**src/common/cpu_pkg.sv**
```systemverilog
// Shared types, opcodes and reset constants for the 8-bit processor
`default_nettype none

package cpu_pkg;

    typedef logic [7:0]  word_t;         // Data, register and address value
    typedef logic [1:0]  reg_idx_t;
    typedef logic [15:0] cycle_count_t;  // Retired instruction count

    // Instruction field ir[7:4]
    typedef enum logic [3:0] {
        NOP   = 4'b0000,
        ADD   = 4'b0001,
        ADDI  = 4'b0010,
        SUB   = 4'b0011,
        MUL   = 4'b0100,
        NEG   = 4'b0110,
        BGEZ0 = 4'b1000,
        BGEZ1 = 4'b1001,
        MOVE  = 4'b1010,
        STORE = 4'b1011,
        LOAD  = 4'b1100,
        LOADI = 4'b1101,
        JUMP  = 4'b1110
    } opcode_t;

    localparam logic [3:0] HALT_CODE = 4'b1111;  // Sub-code under NOP

    typedef enum logic [1:0] {ALU_ADD, ALU_SUB, ALU_MUL, ALU_NEG} alu_op_t;

    typedef struct packed {
        logic  valid;
        logic  write;
        word_t addr;
        word_t wdata;
    } mem_req_t;

    localparam word_t RESET_PC = 8'd33;

    // Power-on register contents
    localparam word_t R0_INIT = 8'd0;
    localparam word_t R1_INIT = 8'd1;
    localparam word_t R2_INIT = 8'd12;
    localparam word_t R3_INIT = 8'd11;

endpackage

`default_nettype wire

```
**src/core/alu.sv**
```systemverilog
// Arithmetic unit for add, subtract, multiply and negate with a registered result
`default_nettype none

module alu (
    input  logic              clk,
    input  logic              rst_n,
    input  logic              alu_en,
    input  cpu_pkg::alu_op_t  alu_op,
    input  cpu_pkg::word_t    a,
    input  cpu_pkg::word_t    b,
    output cpu_pkg::word_t    alu_lo,
    output cpu_pkg::word_t    alu_hi,
    output logic              alu_ready
);
    import cpu_pkg::*;

    logic        busy;     // Request already taken
    logic [15:0] product;
    word_t       lo_nxt;

    assign product = a * b;

    always_comb begin
        case (alu_op)
            ALU_ADD: lo_nxt = a + b;
            ALU_SUB: lo_nxt = a - b;
            ALU_MUL: lo_nxt = product[7:0];
            default: lo_nxt = 8'd0 - a;
        endcase
    end

    // One ready pulse per held request
    always_ff @(posedge clk or negedge rst_n) begin
        if (!rst_n) begin
            busy      <= 1'b0;
            alu_ready <= 1'b0;
        end else begin
            busy      <= alu_en;
            alu_ready <= alu_en && !busy;
        end
    end

    always_ff @(posedge clk) begin
        if (alu_en && !busy) begin
            alu_lo <= lo_nxt;
            alu_hi <= product[15:8];
        end
    end

endmodule

`default_nettype wire

```
**src/core/control_unit.sv**
```systemverilog
// Control unit sequencing fetch, decode, execute and write-back for each instruction
`default_nettype none

module control_unit (
    input  logic                  clk,
    input  logic                  rst_n,
    input  logic                  en,
    input  cpu_pkg::word_t        ir,
    input  logic                  ir_valid,
    input  cpu_pkg::word_t        pc,
    input  cpu_pkg::word_t        rd_data,
    input  cpu_pkg::word_t        rs_data,
    input  cpu_pkg::word_t        r0_data,
    input  cpu_pkg::word_t        r3_data,
    input  logic                  alu_ready,
    input  cpu_pkg::word_t        alu_lo,
    input  cpu_pkg::word_t        alu_hi,
    input  logic                  ls_done,
    input  cpu_pkg::word_t        ls_rdata,
    output logic                  fetch_start,
    output logic                  pc_next,
    output logic                  pc_load,
    output cpu_pkg::word_t        pc_target,
    output cpu_pkg::reg_idx_t     rd_sel,
    output cpu_pkg::reg_idx_t     rs_sel,
    output logic                  wa_en,
    output cpu_pkg::reg_idx_t     wa_sel,
    output cpu_pkg::word_t        wa_data,
    output logic                  wb_en,
    output cpu_pkg::word_t        wb_data,
    output logic                  alu_en,
    output cpu_pkg::alu_op_t      alu_op,
    output logic                  ls_start,
    output logic                  ls_write,
    output cpu_pkg::word_t        ls_addr,
    output cpu_pkg::word_t        ls_wdata,
    output logic                  halt,
    output cpu_pkg::cycle_count_t cc
);
    import cpu_pkg::*;

    typedef enum logic [2:0] {IDLE, FETCH, EXECUTE, WAIT_ALU, WAIT_MEM, HALTED} state_t;

    state_t  state, state_nxt;
    opcode_t opcode;
    word_t   imm;
    logic    is_alu, is_mem, is_halt, retire;

    assign opcode  = opcode_t'(ir[7:4]);
    assign rd_sel  = ir[3:2];
    assign rs_sel  = ir[1:0];
    assign imm     = {6'b0, ir[1:0]};
    assign is_alu  = opcode inside {ADD, SUB, MUL, NEG};
    assign is_mem  = opcode inside {STORE, LOAD};
    assign is_halt = (opcode == NOP) && (ir[3:0] == HALT_CODE);

    assign ls_write  = (opcode == STORE);
    assign ls_addr   = ls_write ? rd_data : {2'b00, r3_data[1:0], ir[3:0]};
    assign ls_wdata  = rs_data;
    assign pc_target = (opcode == JUMP) ? rd_data : {2'b00, ir[4], ir[3:0], 1'b0};
    assign wb_data   = alu_hi;  // High byte of MUL into r1

    always_comb begin
        case (opcode)
            SUB:     alu_op = ALU_SUB;
            MUL:     alu_op = ALU_MUL;
            NEG:     alu_op = ALU_NEG;
            default: alu_op = ALU_ADD;
        endcase
    end

    always_comb begin
        state_nxt = state;
        pc_next   = 1'b0;
        pc_load   = 1'b0;
        wa_en     = 1'b0;
        wa_sel    = rd_sel;
        wa_data   = rs_data;  // MOVE source
        wb_en     = 1'b0;
        alu_en    = 1'b0;
        ls_start  = 1'b0;
        retire    = 1'b0;
        case (state)
            IDLE:  if (en) state_nxt = FETCH;
            FETCH: if (ir_valid) state_nxt = EXECUTE;
            EXECUTE: begin
                if (is_alu) begin
                    alu_en    = 1'b1;
                    state_nxt = WAIT_ALU;
                end else if (is_mem) begin
                    ls_start  = 1'b1;
                    state_nxt = WAIT_MEM;
                end else begin
                    retire    = 1'b1;
                    state_nxt = is_halt ? HALTED : FETCH;
                    case (opcode)
                        ADDI: begin
                            wa_en   = 1'b1;
                            wa_data = rd_data + imm;
                            pc_next = 1'b1;
                        end
                        LOADI: begin
                            wa_en   = 1'b1;
                            wa_data = imm;
                            pc_next = 1'b1;
                        end
                        MOVE: begin
                            wa_en   = 1'b1;
                            pc_next = 1'b1;
                        end
                        JUMP: begin
                            wa_en   = 1'b1;
                            wa_sel  = 2'd3;     // Link register
                            wa_data = pc + 8'd1;
                            pc_load = 1'b1;
                        end
                        BGEZ0, BGEZ1: begin
                            pc_load = !r0_data[7];  // Signed r0 >= 0
                            pc_next = r0_data[7];
                        end
                        default: pc_next = !is_halt;
                    endcase
                end
            end
            WAIT_ALU: begin
                alu_en = !alu_ready;
                if (alu_ready) begin
                    wa_en     = 1'b1;
                    wa_sel    = 2'd0;
                    wa_data   = alu_lo;
                    wb_en     = (opcode == MUL);
                    pc_next   = 1'b1;
                    retire    = 1'b1;
                    state_nxt = FETCH;
                end
            end
            WAIT_MEM: begin
                if (ls_done) begin
                    wa_en     = !ls_write;  // LOAD result to r0
                    wa_sel    = 2'd0;
                    wa_data   = ls_rdata;
                    pc_next   = 1'b1;
                    retire    = 1'b1;
                    state_nxt = FETCH;
                end
            end
            HALTED:  state_nxt = HALTED;
            default: state_nxt = IDLE;
        endcase
    end

    always_ff @(posedge clk or negedge rst_n) begin
        if (!rst_n) begin
            state       <= IDLE;
            fetch_start <= 1'b0;
            halt        <= 1'b0;
            cc          <= '0;
        end else begin
            state       <= state_nxt;
            fetch_start <= (state == IDLE && en) || (retire && !is_halt);
            if (retire)
                cc <= cc + 16'd1;
            if (retire && is_halt)
                halt <= 1'b1;
        end
    end

endmodule

`default_nettype wire

```
**src/core/fetch_unit.sv**
```systemverilog
// Instruction fetch with program counter and instruction register
`default_nettype none

module fetch_unit #(
    parameter cpu_pkg::word_t START_PC = cpu_pkg::RESET_PC
) (
    input  logic              clk,
    input  logic              rst_n,
    input  logic              fetch_start,
    input  logic              pc_next,
    input  logic              pc_load,
    input  cpu_pkg::word_t    pc_target,
    input  logic              grant,
    input  logic              rvalid,
    input  cpu_pkg::word_t    rdata,
    output cpu_pkg::mem_req_t req,
    output cpu_pkg::word_t    pc,
    output cpu_pkg::word_t    ir,
    output logic              ir_valid
);
    logic req_valid;

    // Read at pc, held until granted
    assign req = '{valid: req_valid, write: 1'b0, addr: pc, wdata: 8'h00};

    always_ff @(posedge clk or negedge rst_n) begin
        if (!rst_n) begin
            pc        <= START_PC;
            req_valid <= 1'b0;
            ir_valid  <= 1'b0;
        end else begin
            if (pc_load)
                pc <= pc_target;
            else if (pc_next)
                pc <= pc + 8'd1;
            if (fetch_start)
                req_valid <= 1'b1;
            else if (grant)
                req_valid <= 1'b0;
            ir_valid <= rvalid;
        end
    end

    always_ff @(posedge clk) begin
        if (rvalid)
            ir <= rdata;
    end

endmodule

`default_nettype wire

```
**src/core/register_file.sv**
```systemverilog
// Four user registers with two read ports, a general write port and an r1 write port
`default_nettype none

module register_file (
    input  logic              clk,
    input  logic              rst_n,
    input  cpu_pkg::reg_idx_t rd_sel,
    input  cpu_pkg::reg_idx_t rs_sel,
    input  logic              wa_en,
    input  cpu_pkg::reg_idx_t wa_sel,
    input  cpu_pkg::word_t    wa_data,
    input  logic              wb_en,
    input  cpu_pkg::word_t    wb_data,
    output cpu_pkg::word_t    rd_data,
    output cpu_pkg::word_t    rs_data,
    output cpu_pkg::word_t    r0_data,
    output cpu_pkg::word_t    r3_data
);
    import cpu_pkg::*;

    word_t regs [4];

    always_ff @(posedge clk or negedge rst_n) begin
        if (!rst_n) begin
            regs[0] <= R0_INIT;
            regs[1] <= R1_INIT;
            regs[2] <= R2_INIT;
            regs[3] <= R3_INIT;
        end else begin
            if (wa_en)
                regs[wa_sel] <= wa_data;
            if (wb_en)
                regs[1] <= wb_data;  // MUL high byte
        end
    end

    assign rd_data = regs[rd_sel];
    assign rs_data = regs[rs_sel];
    assign r0_data = regs[0];  // Branch condition
    assign r3_data = regs[3];  // LOAD page bits

endmodule

`default_nettype wire

```
**src/design/cpu_top.sv**
```systemverilog
// Processor top level joining the core and the shared memory port
`default_nettype none

module cpu_top #(
    parameter cpu_pkg::word_t START_PC = cpu_pkg::RESET_PC
) (
    input  logic                  clk,
    input  logic                  rst_n,
    input  logic                  en,
    input  cpu_pkg::word_t        mem_rdata,
    output cpu_pkg::mem_req_t     mem_req,
    output logic                  halt,
    output cpu_pkg::cycle_count_t cc
);
    import cpu_pkg::*;

    word_t    ir, pc, pc_target;
    logic     ir_valid, fetch_start, pc_next, pc_load;
    reg_idx_t rd_sel, rs_sel, wa_sel;
    word_t    rd_data, rs_data, r0_data, r3_data;
    logic     wa_en, wb_en;
    word_t    wa_data, wb_data;
    logic     alu_en, alu_ready;
    alu_op_t  alu_op;
    word_t    alu_lo, alu_hi;
    logic     ls_start, ls_write, ls_done;
    word_t    ls_addr, ls_wdata, ls_rdata;
    mem_req_t fetch_req, ls_req;
    logic     fetch_grant, ls_grant, fetch_rvalid, ls_rvalid;
    word_t    arb_rdata;

    control_unit u_ctrl (
        .clk, .rst_n, .en, .ir, .ir_valid, .pc,
        .rd_data, .rs_data, .r0_data, .r3_data,
        .alu_ready, .alu_lo, .alu_hi, .ls_done, .ls_rdata,
        .fetch_start, .pc_next, .pc_load, .pc_target, .rd_sel, .rs_sel,
        .wa_en, .wa_sel, .wa_data, .wb_en, .wb_data, .alu_en, .alu_op,
        .ls_start, .ls_write, .ls_addr, .ls_wdata, .halt, .cc
    );

    register_file u_regs (
        .clk, .rst_n, .rd_sel, .rs_sel, .wa_en, .wa_sel, .wa_data,
        .wb_en, .wb_data, .rd_data, .rs_data, .r0_data, .r3_data
    );

    alu u_alu (
        .clk, .rst_n, .alu_en, .alu_op,
        .a(rd_data), .b(rs_data),  // Operands straight from the decoded fields
        .alu_lo, .alu_hi, .alu_ready
    );

    fetch_unit #(.START_PC(START_PC)) u_fetch (
        .clk, .rst_n, .fetch_start, .pc_next, .pc_load, .pc_target,
        .grant(fetch_grant), .rvalid(fetch_rvalid), .rdata(arb_rdata),
        .req(fetch_req), .pc, .ir, .ir_valid
    );

    load_store_unit u_lsu (
        .clk, .rst_n, .ls_start, .ls_write, .ls_addr, .ls_wdata,
        .grant(ls_grant), .rvalid(ls_rvalid), .rdata(arb_rdata),
        .req(ls_req), .ls_done, .ls_rdata
    );

    mem_arbiter u_arb (
        .clk, .rst_n, .fetch_req, .ls_req, .mem_rdata, .mem_req,
        .fetch_grant, .ls_grant, .fetch_rvalid, .ls_rvalid, .rdata(arb_rdata)
    );

endmodule

`default_nettype wire

```
**src/memory/load_store_unit.sv**
```systemverilog
// Load/store unit holding one data access until the memory port takes it
`default_nettype none

module load_store_unit (
    input  logic              clk,
    input  logic              rst_n,
    input  logic              ls_start,
    input  logic              ls_write,
    input  cpu_pkg::word_t    ls_addr,
    input  cpu_pkg::word_t    ls_wdata,
    input  logic              grant,
    input  logic              rvalid,
    input  cpu_pkg::word_t    rdata,
    output cpu_pkg::mem_req_t req,
    output logic              ls_done,
    output cpu_pkg::word_t    ls_rdata
);
    import cpu_pkg::*;

    logic  req_valid;
    logic  req_write;
    word_t req_addr;
    word_t req_wdata;

    assign req = '{valid: req_valid, write: req_write, addr: req_addr, wdata: req_wdata};

    always_ff @(posedge clk or negedge rst_n) begin
        if (!rst_n) begin
            req_valid <= 1'b0;
            ls_done   <= 1'b0;
        end else begin
            if (ls_start)
                req_valid <= 1'b1;
            else if (grant)
                req_valid <= 1'b0;
            ls_done <= (grant && req_write) || rvalid;  // Write done at grant
        end
    end

    always_ff @(posedge clk) begin
        if (ls_start) begin
            req_write <= ls_write;
            req_addr  <= ls_addr;
            req_wdata <= ls_wdata;
        end
        if (rvalid)
            ls_rdata <= rdata;
    end

endmodule

`default_nettype wire

```
**src/memory/mem_arbiter.sv**
```systemverilog
// Fixed-priority arbiter sharing the memory port between fetch and load/store
`default_nettype none

module mem_arbiter (
    input  logic              clk,
    input  logic              rst_n,
    input  cpu_pkg::mem_req_t fetch_req,
    input  cpu_pkg::mem_req_t ls_req,
    input  cpu_pkg::word_t    mem_rdata,
    output cpu_pkg::mem_req_t mem_req,
    output logic              fetch_grant,
    output logic              ls_grant,
    output logic              fetch_rvalid,
    output logic              ls_rvalid,
    output cpu_pkg::word_t    rdata
);
    // Load/store always wins
    assign ls_grant    = ls_req.valid;
    assign fetch_grant = fetch_req.valid && !ls_req.valid;
    assign mem_req     = ls_req.valid ? ls_req : fetch_req;

    assign rdata = mem_rdata;  // Shared, qualified by the rvalid strobes

    // Owner of the read in flight
    always_ff @(posedge clk or negedge rst_n) begin
        if (!rst_n) begin
            fetch_rvalid <= 1'b0;
            ls_rvalid    <= 1'b0;
        end else begin
            fetch_rvalid <= fetch_grant && !fetch_req.write;
            ls_rvalid    <= ls_grant && !ls_req.write;
        end
    end

endmodule

`default_nettype wire

```
**config.mk**
```make
export PLATFORM = sky130hd
export DESIGN_NAME = cpu_top
export DESIGN_NICKNAME = d
export VERILOG_FILES = /design/src/common/cpu_pkg.sv /design/src/core/alu.sv /design/src/core/control_unit.sv /design/src/core/fetch_unit.sv /design/src/core/register_file.sv /design/src/design/cpu_top.sv /design/src/memory/load_store_unit.sv /design/src/memory/mem_arbiter.sv
export SDC_FILE = /design/constraint.sdc
export NUM_CORES = 1
export LEC_CHECK = 0
export ABC_AREA = 1
export BUFFER_PORTS_ARGS = -buffer_cell sky130_fd_sc_hd__buf_4
export CAP_MARGIN = 20
export CORE_MARGIN = 1.5
export CORE_UTILIZATION = 35
export CTS_CLUSTER_SIZE = 20
export DETAILED_ROUTE_END_ITERATION = 7
export PLACE_DENSITY = 0.62
export SYNTH_ARGS = -nofsm -noshare
export SYNTH_HDL_FRONTEND = slang
export SYNTH_SLANG_ARGS = --single-unit
```
**constraint.sdc**
```tcl
create_clock -name clk -period 7.05 [get_ports clk]
set_clock_uncertainty 0.05 [all_clocks]
set_input_delay 1.0575 -clock clk [delete_from_list [all_inputs] [get_ports clk]]
set_output_delay 1.0575 -clock clk [all_outputs]
set_load 0.02 [all_outputs]
```
; ---- Word level (Yosys, flattened, before mapping)
; Index checks and enable logic that the tools add are counted.
[totals]
ff_bits = 118
in_bits = 11
output_inout_bits = 35
wordCells = 159
[classes]
n_addsub = 6
multipliers = 1
n_lt_le_gt_ge = 4
eq_ne = 24
mux = 66
bitwise = 3
reduce_logical = 30
[op_table]
columns = operator, count
row1 = $mux 8, 13
row2 = $pmux 8 s3, 3
row3 = $bmux 8 s2, 2
row4 = $bwmux 32, 1
row5 = $eq 4x4->1 const B, 8
row6 = $mux 24, 1
row7 = $mux 1, 22
row8 = $mux 3, 7
row9 = $mux 18, 1
row10 = $pmux 3 s6, 1
row11 = $add 16x1->16 const B, 1
row12 = $demux 8 s2, 1
row13 = $mul 8x8->16, 1
row14 = $pmux 1 s3, 4
row15 = $pmux 2 s3, 2
row16 = $mux 2, 5
row17 = $ge 3x3->1 const B, 3
row18 = $logic_and 1x1->1, 9
row19 = $not 2->3, 3
row20 = $add 8x1->8 const B, 1
row21 = $add 8x2->8, 1
row22 = $add 8x8->8, 1
row23 = $eq 4x2->1 const B, 2
row24 = $eq 4x3->1 const B, 2
row25 = 24 further kinds, 39

; ---- Longest topological paths before layout
; Gate-level depths: netlist of run 1.
[depth]
ltp_word = 13
ltp_mapped = 24
mapped_depth_nobuf = 22

; ---- Cells and area by module
; From an unflattened synthesis of run 1, not the netlist that was laid out.
[unflattened]
hier_cells = 1436
hier_area_um2 = 10356.2
[modules_own_cells]
columns = module, instances, cells_per_inst, area_each_um2, seq_area_each_um2
row1 = alu, 1, 489, 3588.4, 530.5
row2 = control_unit, 1, 450, 2610.0, 525.5
row3 = register_file, 1, 297, 1981.9, 808.3
row4 = fetch_unit, 1, 93, 945.9, 493.0
row5 = load_store_unit, 1, 36, 842.1, 800.8
row6 = mem_arbiter, 1, 71, 387.9, 50.0

; ---- Worst setup path after synthesis of run 1
; No wires, ideal clock.
[synth_path]
kind = reg-to-reg
start = register u_fetch.ir[2]
end = register u_alu.alu_hi[5], data pin
setup_ns = 0.259
arrival_ns = 4.610
t_required_ns = 6.741
path_slack_ns = 2.131
stages_incl_launch_ff = 23
path_buffers = 2
synth_period_minus_slack_ns = 4.919
cell_sequence = edfxtp_1 inv_1 buf_2 nand2_1 nand3_1 nand2_1 clkbuf_1 inv_1 nand2_1 fa_1 fa_1 inv_1 fa_1 inv_1 fa_1 inv_1 ha_1 nand2_1 nand2_1 a21oi_1 o21ai_0 a21oi_1 xnor2_1
[synth_between]
elab_chain_len = 5
[synth_rtl]
columns = element, line
row1 = from (decl), fetch_unit.sv:18  ; output cpu_pkg::word_t ir,
row2 = from (signal assigned), fetch_unit.sv:46  ; ir <= rdata;
row3 = $not 2->3 (not written as such), register_file.sv:37  ; assign rd_data = regs[rd_sel];
row4 = $bmux 8 s2, register_file.sv:37
row5 = $mux 8 (not written as such) (2 in a row), register_file.sv:37
row6 = $mul 8x8->16, alu.sv:21  ; assign product = a * b;
row7 = via u_alu.product[13], alu.sv:18  ; logic [15:0] product;
row8 = to (signal assigned), alu.sv:46  ; alu_hi <= product[15:8];
row9 = to (decl), alu.sv:12  ; output cpu_pkg::word_t alu_hi,
; The timed path passes the listed nets, and every way through them passes these cells. The select of a mux whose other input is x is not followed.
; A chain may end at the register's enable or synchronous reset.

; ---- Final worst setup path of run 1
; Same ends and word-level chain as after synthesis.

==> impl_results.md, run 1 <==
- Final Max Tran Viols: 0
- CTS root buf: clkbuf_16
- Remaining DRCs: 0
- Vias per cell: 5.148
- Layout cells sized above 1: 10.98%
- Final period utilization: 86.58%
- Part of the Yosys area used for sequential elements: 35.89%
- Lkg Pwr: 4.993 nW
- Height of the die: 162.8 µm
- Clk_lat worst skew: 430 ps
- Final hold violation count: 0
- Crit path depth: 20
- Endpoint, Worst Hold: u_arb.ls_rvalid$_DFF_PN0_
- Simple-gate portion of the synthesized area: 27.18%
- Final Wtd Congestion: 0.9440
- Wirelength per Cell: 17.09 µm
- Overflow left after global routing: 0
- Crit Path Max Fanout: 23
- CTS tree: done
- Xor/xnor cell area share of the yosys netlist: 3.625%
- Total GRT Usage: 20.73%
- Gate power share: 59.3%
- Max incr delay on CP: 770 ps
- Yosys cell types: 45
- Crit Path Class: register to register
- Yosys warns: 0
- Max H-tree Level: 4
- Vias in the first global route: 7612
- # setup viols final: 0
- Gate Count Post-Synth: 1149
- Row count: 58
- Initial antenna violation count: 0
- Int Pwr: 2.558 mW
- Area after DPL: 0.009590 mm²
- Clk pwr share: 16.7%
- Reg-to-reg endpoint: u_alu.alu_hi[5]$_DFFE_PP_
- Fillers: 2601
- Switch Pwr: 2.551 mW
- Highest routed metal layer: met4
- Sequential power share: 24.0%
- Run status: finished, final reports clean
- #FFs+latches synth: 118
- Setup bufs post-CTS: 0
- R2r startpoint: u_fetch.ir[2]$_DFFE_PP_
- Met1 wire length: 11.38 mm
- ANT cells: 0
- Post-CTS Hold Buffers: 0
- Mux cell area share after synthesis: 0%
- Largest family of logic cells by synthesized area: simple AND/OR/NAND/NOR gates
- Avg Cell Area, Syn: 7.781 µm²
- Footprint of the multi-input gates: 0.004990 mm²
- Power Density: 502.3 mW/mm²
- WP data arrival: 6230 ps
- Core area: 0.02511 mm²
- Hold Path Depth: 1
- Sequential Area: 0.003208 mm²
- Asr flop ratio synth: 58.47%
- Unrepaired setup endpoints after global routing: no
- Metal3 WL: 1.705 mm
- Clock Path Buffers: 2
- CP Cell Sequence: inv_1, nand2_1, nand3_1, nand2_1, inv_1, nand2_1, fa_1, fa_1, inv_1, fa_1, inv_1, fa_1, inv_1, ha_1, nand2_1, nand2_1, a21oi_1, o21ai_0, a21oi_1, xnor2_1
- Cell Area, Synth: 0.008940 mm²
- Synthesized net count: 1248
- Antenna Nets Post-Route: 0
- Slowest stage cell, crit path: edfxtp_1
- First-pass GRT wire length: 41.76 mm
- Setup ws final: 946.2 ps
- Drt first pass iters: 5
- Initial Util: 35.60%
- Final nets: 1288
- Cells on worst reg2reg path: 20
- CP delay by family, top: adder cells
- Max cap viols: 0
- Total CTS buffers: 17
- Top_reg_cell synth: dfrtp_1
- Final core occ: 40.50%
- Tmin final: 6104 ps
- Worst slew pin tran: 877.0 ps
- Worst EP required: 7170 ps
- Min-Delay Path Class: register to register
- Adder-Cell Fraction of Synth Area: 15.51%
- Worst slack at placement: 1025 ps
- Nature of the critical path endpoint: register
- Sw Share: 49.93%
- Dpl hpwl: 20.24 mm
- Clock sinks: 118
- Hold Crit Start: u_lsu.req_write$_DFFE_PP_
- Crit path buffers/inverters: 5
- CP Launch Point: u_fetch.ir[2]$_DFFE_PP_
- Relative slew slack: 41.53%
- Fmax: 163.8 MHz
- I/O Buffers: 45
- Die area: 0.02651 mm²
- Post-synthesis compound-gate area fraction: 9.503%
- 1st-iter DRT viols: 596
- Clock transition at path regs: 60 ps
- VDD IR-drop max: 0.2430 mV
- DIE WIDTH: 162.8 µm
- CP Launch Type: register
- Met2 WL: 12.16 mm
- Post-CTS sizing: 0
- Largest net degree at the start of global routing: 70
- Reg2reg setup slack: 950 ps
- Vias: 7886
- Post-route setup TNS: 0 ps
- Drt total wl: 26.18 mm
- Synthesis-to-layout area growth: 13.76%
- Design Area, Final: 0.01017 mm²
- Number of enable flip-flop cells after synthesis: 49
- Hold WS: 392.4 ps
- Boundary Pins: 46
-- cells in the mapped netlist (10+ instances only) --
cell type / instances / area [µm²]
o21ai_0: 60 / 300.3
o21ai_2: 11 / 96.34
xnor2_1: 10 / 87.58
nand3_1: 86 / 430.4
buf_2: 14 / 70.07
ha_1: 50 / 625.6
nand2_1: 348 / 1306
clkbuf_1: 14 / 52.55
fa_1: 38 / 760.7
inv_1: 148 / 555.5
nand4_1: 13 / 81.33
xor2_1: 27 / 236.5
nor2_1: 93 / 349.1
edfxtp_1: 49 / 1471
dfrtp_1: 61 / 1526
a21oi_1: 41 / 205.2
-- how the worst max path moves through the flow --
| stage | slack (ps) | end |
|---|---|---|
| 6_report | 950 | u_alu.alu_hi[5]$_DFFE_PP_ |
| 5_1_grt | 540 | u_alu.alu_hi[5]$_DFFE_PP_ |
| 4_1_cts | 980 | u_alu.alu_hi[5]$_DFFE_PP_ |
| 3_5_place_dp | 1020 | u_alu.alu_hi[5]$_DFFE_PP_ |
| 3_3_place_gp | 1130 | u_alu.alu_hi[5]$_DFFE_PP_ |
| 2_1_floorplan | 2130 | u_alu.alu_hi[5]$_DFFE_PP_ |
-- cells in the final DEF (no fill, tap or decap), drive strengths merged --
cell type  Yosys  final
nand4         13     13
dfstp          8      8
inv          154    161
clkinv         3      9
nand3         90     90
o21ai         72     72
xor2          27     27
fa            38     38
ha            50     50
dfrtp         61     61
xnor2         10     10
or2            2      2
nor4           2      2
a21oi         41     41
o22ai          4      4
o21bai         3      3
o31ai          1      1
o221ai         5      5
o22a           1      1
nor2         104    104
nand3b         2      2
o211ai         8      8
clkbuf        14     18
nor3           9      9
a21o           3      3
buf           17     52
a211oi         1      1
o221a          1      1
nand2        350    350
bufinv         0      1
and2           1      1
a221oi         1      1
edfxtp        49     49
a31oi          4      4
-- power groups by stage --
stage          Sequential (mW)  Clock, mW  Combinational (mW)
4_1_cts                   1.22      0.867                3.04
6_report                  1.22      0.856                3.03
2_1_floorplan             1.15          0                2.23
3_5_place_dp              1.23          0                3.01
5_1_grt                   1.24      0.894                3.43
3_3_place_gp              1.23          0                2.99
-- layer usage --
layer	vias to the layer above	global-route usage [%]
li1	3789	-
met1	3755	26.96
met2	288	33.56
met3	54	4.023
met4	0	8.924
met5	-	0
-- registers in the layout, summed over array words and instances, names as in the netlist --
name / flops
u_alu.alu_hi: 8
u_alu.alu_lo: 8
u_alu.alu_ready: 1
u_alu.busy: 1
u_arb.fetch_rvalid: 1
u_arb.ls_rvalid: 1
u_ctrl.cc: 16
u_ctrl.fetch_start: 1
u_ctrl.halt: 1
u_ctrl.state: 3
u_fetch.ir: 8
u_fetch.ir_valid: 1
u_fetch.pc: 8
u_fetch.req_valid: 1
u_lsu.ls_done: 1
u_lsu.ls_rdata: 8
u_lsu.req_addr: 8
u_lsu.req_valid: 1
u_lsu.req_wdata: 8
u_lsu.req_write: 1
u_regs.r0_data: 8
u_regs.r3_data: 8
u_regs.regs: 16
-- cell families (layout without fill, tap and decap cells) --
group                      after synthesis  after routing
AOI/OAI and AO/OA                      145            145
xor gates and xnor gates                37             37
adders and majority gates               88             88
buffers and inverters                  188            241
DFF                                    118            118
and+or+nand+nor                        573            573
-- area by class of cell --
cell class	count	share of cell area, %
sequential	118	31.55
timing repair buffer	52	3.839
tap	330	4.060
clock inverter	14	1.378
clock buffer	18	4.318
multi-input combinational	843	49.06
inverter	157	5.795
-- per-stage QoR --
stage,total power [mW],cells
after global routing,5.568,1532
after floorplan,3.377,1149
after global placement,4.225,1500
after detailed placement,4.242,1500
after CTS,5.128,1532
final,5.108,1532
Note: power is estimated with default switching activity, not from simulation.
==> run 2, diff against run 1 <==
- BUFFER_PORTS_ARGS: -buffer_cell sky130_fd_sc_hd__buf_4 -> not set
- DONT_BUFFER_PORTS: not set -> 1
- PLACE_DENSITY: 0.62 -> 0.61
==> run 2 against run 1 <==
Cell count down 2.7%; register-to-register slack better by 310 ps; global-route usage down 0.33 points.
==> impl_results.md, run 2 (synthesized netlist as in run 1, its figures left out) <==
- Cells after DPL: 1458
- Final Wtd Congestion: 0.9693
- Die area: 0.02651 mm²
- CP Launch Type: register
- Drt total wl: 25.89 mm
- Biggest regs: u_ctrl.cc x16, u_regs.regs x16
- Min-Delay Path Class: primary input to asynchronous set/reset pin
- CP delay by family, top: adder cells
- CP Cell Sequence: buf_4, inv_1, nand2_1, nand3_1, nand2_1, inv_1, nand2_1, fa_1, fa_1, inv_1, fa_1, inv_1, fa_1, inv_1, ha_1, nand2_1, nand2_1, a21oi_1, o21ai_0, a21oi_1, xnor2_1
- DIE WIDTH: 162.8 µm
- Post-CTS Hold Buffers: 0
- First-pass GRT wire length: 41.34 mm
- Max incr delay on CP: 540 ps
- Unrepaired setup endpoints after global routing: no
- Power Density: 513.5 mW/mm²
- Largest net degree at the start of global routing: 70
- Final Max Tran Viols: 0
- Crit path buffers/inverters: 6
- Row count: 58
- VDD IR-drop max: 0.2360 mV
- Clock Path Buffers: 2
- Vias: 7716
- Most common cell after layout, fill and taps aside: nand2_1
- Clock sinks: 118
- Relative slew slack: 39.70%
- Antenna Nets Post-Route: 0
- Synthesis-to-layout area growth: 10.26%
- 1st-iter DRT viols: 800
- Max cap viols: 0
- I/O Buffers: 0
- Nature of the critical path endpoint: register
- Initial Util: 35.60%
- Run status: finished, final reports clean
- Crit Path Class: register to register
- Lkg Pwr: 4.775 nW
- Final period utilization: 82.13%
- Boundary Pins: 46
- Core area: 0.02511 mm²
- Post-route setup TNS: 0 ps
- Remaining DRCs: 0
- Height of the die: 162.8 µm
- Setup bufs post-CTS: 0
- Layout cells sized above 1: 7.759%
- # setup viols final: 0
- Worst slew pin tran: 897.6 ps
- Dpl hpwl: 20.09 mm
- Clock transition at path regs: 60 ps
- Crit Path Max Fanout: 23
- WP data arrival: 5910 ps
- Initial antenna violation count: 2
- Overflow left after global routing: 0
- Clk_lat worst skew: 420 ps
- Wirelength per Cell: 17.37 µm
- Layout Cells excl Fill: 1490
- Total CTS buffers: 17
- Worst EP required: 7170 ps
- ANT cells: 0
- Final hold violation count: 0
- Drt first pass iters: 7
- Fmax: 172.7 MHz
- Max H-tree Level: 4
- Slowest stage cell, crit path: fa_1
- CTS root buf: clkbuf_16
- Total GRT Usage: 20.41%
- Tmin final: 5790 ps
- Most frequent cells in the layout: nand2_1, inv_1, nor2_1
- Vias per cell: 5.179
- Vias in the first global route: 7526
- Final nets: 1246
- CTS tree: done
- Post-CTS sizing: 0
run 2: area by class of cell:
cell class / instances / area (µm²)
clock inverter: 13 / 106.4
fill: 2571 / 15250
multi-input combinational: 843 / 4990
timing repair buffer: 10 / 75.07
tap: 330 / 412.9
clock buffer: 19 / 475.5
inverter: 157 / 589.3
sequential: 118 / 3208
run 2: path summary, 6_finish.rpt:
| kind | from | end | slack, ps | depth (start not counted) |
|---|---|---|---|---|
| setup / recovery | u_fetch.ir[2]$_DFFE_PP_ | u_alu.alu_hi[5]$_DFFE_PP_ | 1260 | 21 |
| hold / removal | rst_n | u_fetch.pc[2]$_DFFE_PN0P_ | 270 | 0 |
| setup reg to reg | u_fetch.ir[2]$_DFFE_PP_ | u_alu.alu_hi[5]$_DFFE_PP_ | 1260 | 21 |
| hold reg to reg | u_lsu.req_write$_DFFE_PP_ | u_arb.ls_rvalid$_DFF_PN0_ | 370 | 1 |
| max in group asynchronous | rst_n | u_regs.r3_data[3]$_DFFE_PN1P_ | 6450 | 0 |
| min in group clk | u_lsu.req_write$_DFFE_PP_ | u_arb.ls_rvalid$_DFF_PN0_ | 370 | 1 |
run 2: report_power, final:
group	switching, mW	internal (mW)	total, mW
combinational	1.98	1.00	2.98
sequential	0.214	1.02	1.23
clock	0.354	0.502	0.856
run 2: routing by layer:
metal / wire (µm) / GRT usage (%) / part of all wire, %
met5: 0 / 0 / 0
met4: 677 / 7.089 / 2.6
met3: 1691 / 4.049 / 6.5
met2: 12190 / 33.11 / 47
met1: 11330 / 27.04 / 44
run 2: worst register-to-register path, cell delays in order, from the launching register on:
cell and delay [ps]:
edfxtp_1 350, buf_4 220, inv_1 400, nand2_1 100, nand3_1 80, nand2_1 390
inv_1 370, nand2_1 120, fa_1 510, fa_1 530, inv_1 70, fa_1 540
inv_1 60, fa_1 530, inv_1 40, ha_1 370, nand2_1 80, nand2_1 60
a21oi_1 80, o21ai_0 300, a21oi_1 150, xnor2_1 150
run 2: per-stage QoR:
| stage | cell area [µm²] | power, mW | setup WS, ps | hold WS (ps) | util [%] |
|---|---|---|---|---|---|
| 3_3_place_gp | 9275 | 4.166 | 1345 | 362.7 | 36.94 |
| 6_report | 9857 | 5.061 | 1260 | 270.5 | 39.26 |
| 5_1_grt | 9857 | 5.521 | 918.7 | 253.0 | 39.26 |
| 3_5_place_dp | 9275 | 4.175 | 1367 | 365.2 | 36.94 |
| 2_1_floorplan | 8940 | 3.377 | 2131 | 355.1 | - |
| 4_1_cts | 9857 | 5.063 | 1323 | 256.3 | 39.26 |
==> run 3, diff against run 2 <==
- PLACE_DENSITY: 0.61 -> 0.63
- clock period: 7.05 -> 4.9 ns (I/O delays scaled with it)
==> run 3 against run 2 <==
Highest routed layer unchanged; cell area up 5.7%; critical path type unchanged; clock-buffer cell count up 4; setup slack lost 1100 ps; routed wire length grew 4.7%; sequential cell count unchanged; die area unchanged.
==> impl_results.md, run 3 (synthesized netlist as in run 1, its figures left out) <==
- Biggest regs: u_ctrl.cc x16, u_regs.regs x16
- Tmin final: 4693 ps
- Initial antenna violation count: 2
- Most frequent cells in the layout: nand2_1, inv_1, nor2_1
- Largest net degree at the start of global routing: 62
- Nature of the critical path endpoint: register
- Synthesis-to-layout area growth: 16.59%
- Int Pwr: 4.043 mW
- Clk pwr share: 15.7%
- Dpl hpwl: 21.23 mm
- Switch Pwr: 3.817 mW
- Total CTS buffers: 17
- Final nets: 1303
- Drt total wl: 27.11 mm
- WP data arrival: 4820 ps
- Total power: 7.860 mW
- Fmax: 213.1 MHz
- CTS root buf: clkbuf_16
- Initial Util: 35.60%
- Vias per cell: 5.118
- Setup ws final: 206.7 ps
- Unrepaired setup endpoints after global routing: no
- Max H-tree Level: 4
- Cells after DPL: 1510
- Die area: 0.02651 mm²
- Clock Path Buffers: 2
- Worst slack at placement: 42.50 ps
- Clk_lat worst skew: 430 ps
- Post-route setup TNS: 0 ps
- Area after DPL: 0.009691 mm²
- Vias in the first global route: 7674
- Design Area, Final: 0.01042 mm²
- CTS tree: done
- Run status: finished, final reports clean
- Most common cell after layout, fill and taps aside: nand2_1
- Antenna Nets Post-Route: 0
- Max cap viols: 0
- Lkg Pwr: 5.056 nW
- Crit Path Class: register to register
- Final hold violation count: 0
- DIE WIDTH: 162.8 µm
- Relative slew slack: 33.83%
- Worst EP required: 5030 ps
- Boundary Pins: 46
- Final Wtd Congestion: 0.9429
- CP Launch Type: register
- Final period utilization: 95.78%
- Height of the die: 162.8 µm
- Core area: 0.02511 mm²
- Crit Path Max Fanout: 20
- Layout Cells excl Fill: 1551
- Row count: 58
- Drt first pass iters: 5
- First-pass GRT wire length: 42.72 mm
- # setup viols final: 0
- Fillers: 2562
- Worst slew pin tran: 988.9 ps
- Sequential power share: 22.0%
- Total GRT Usage: 21.26%
- Wirelength per Cell: 17.48 µm
- Final Max Tran Viols: 0
- 1st-iter DRT viols: 614
- Clock sinks: 118
- Clock transition at path regs: 60 ps
- Min-Delay Path Class: primary input to asynchronous set/reset pin
- Layout cells sized above 1: 13.56%
- Sw Share: 48.56%
- Vias: 7938
- Power Density: 754.1 mW/mm²
- VDD IR-drop max: 0.3822 mV
- Gate power share: 62.3%
- Overflow left after global routing: 0
- Remaining DRCs: 0
- I/O Buffers: 0
## run 3: metrics by stage
stage	util, %	hold WS, ps
2_1_floorplan	-	355.1
3_3_place_gp	38.59	362.9
3_5_place_dp	38.59	372.9
4_1_cts	41.03	91.43
5_1_grt	41.47	84.08
6_report	41.51	98.18
## run 3: worst paths after layout
check                                     startpoint                     endpoint  slack [ps]  depth (start not counted)
max                          u_fetch.ir[0]$_DFFE_PP_    u_alu.alu_hi[6]$_DFFE_PP_         210                         21
min                                            rst_n  u_regs.regs[16]$_DFFE_PN1P_         100                          0
max reg2reg                  u_fetch.ir[0]$_DFFE_PP_    u_alu.alu_hi[6]$_DFFE_PP_         210                         21
min reg2reg                u_lsu.req_write$_DFFE_PP_    u_arb.ls_rvalid$_DFF_PN0_         380                          1
max in group asynchronous                      rst_n  u_regs.regs[17]$_DFFE_PN0P_        4370                          1
min in group clk                        mem_rdata[7]  u_lsu.ls_rdata[7]$_DFFE_PP_         350                          0
## run 3: cell type report
type,count,area (µm²),area share (%)
Multi-Input combinational cell,843,5055,48.50
Sequential cell,118,3208,30.78
Inverter,157,596.8,5.726
Timing Repair Buffer,67,555.5,5.330
Clock buffer,23,521.8,5.006
Tap cell,330,412.9,3.962
Clock inverter,9,62.56,0.6002
Antenna cell,4,10.01,0.09604
## run 3: power by group through the flow
| stage | combinational, mW | clock, mW | sequential [mW] |
|---|---|---|---|
| after floorplan | 3.21 | 0 | 1.65 |
| after global placement | 4.59 | 0 | 1.74 |
| after detailed placement | 4.62 | 0 | 1.74 |
| after CTS | 4.67 | 1.25 | 1.72 |
| after global routing | 5.52 | 1.29 | 1.76 |
| final | 4.90 | 1.23 | 1.73 |
## run 3: per-layer routing
metal | global-route usage (%) | up-vias | part of all wire, %
met3 | 5.653 | 44 | 7.6
met2 | 33.37 | 287 | 46
met5 | 0 | - | 0
met4 | 7.673 | 0 | 2.6
li1 | - | 3822 | -
met1 | 28.08 | 3785 | 44
## run 3: worst max-delay path: stages (launching register included)
cell      delay [ps]
edfxtp_1         430
inv_1            120
buf_12           150
nand2_1           60
nand3_1           70
nand2_1          110
inv_1             90
nand2_1           70
fa_1             510
fa_1             540
inv_1             60
fa_1             540
inv_1             60
fa_1             540
inv_1             70
ha_4             260
buf_4            140
a21oi_1          130
o21ai_0          110
nand2_1           70
nand3_1           90
xor2_1           150
## run 3: timing repair
| item | 4_1_cts | 5_1_grt |
|---|---|---|
| setup endpoints to repair | 0 | 8 |
| hold buffers | 1 | 0 |
| buffers inserted | 0 | 4 |
| resized for setup | 0 | 26 |
| endpoints found under the hold margin | 61 | 0 |
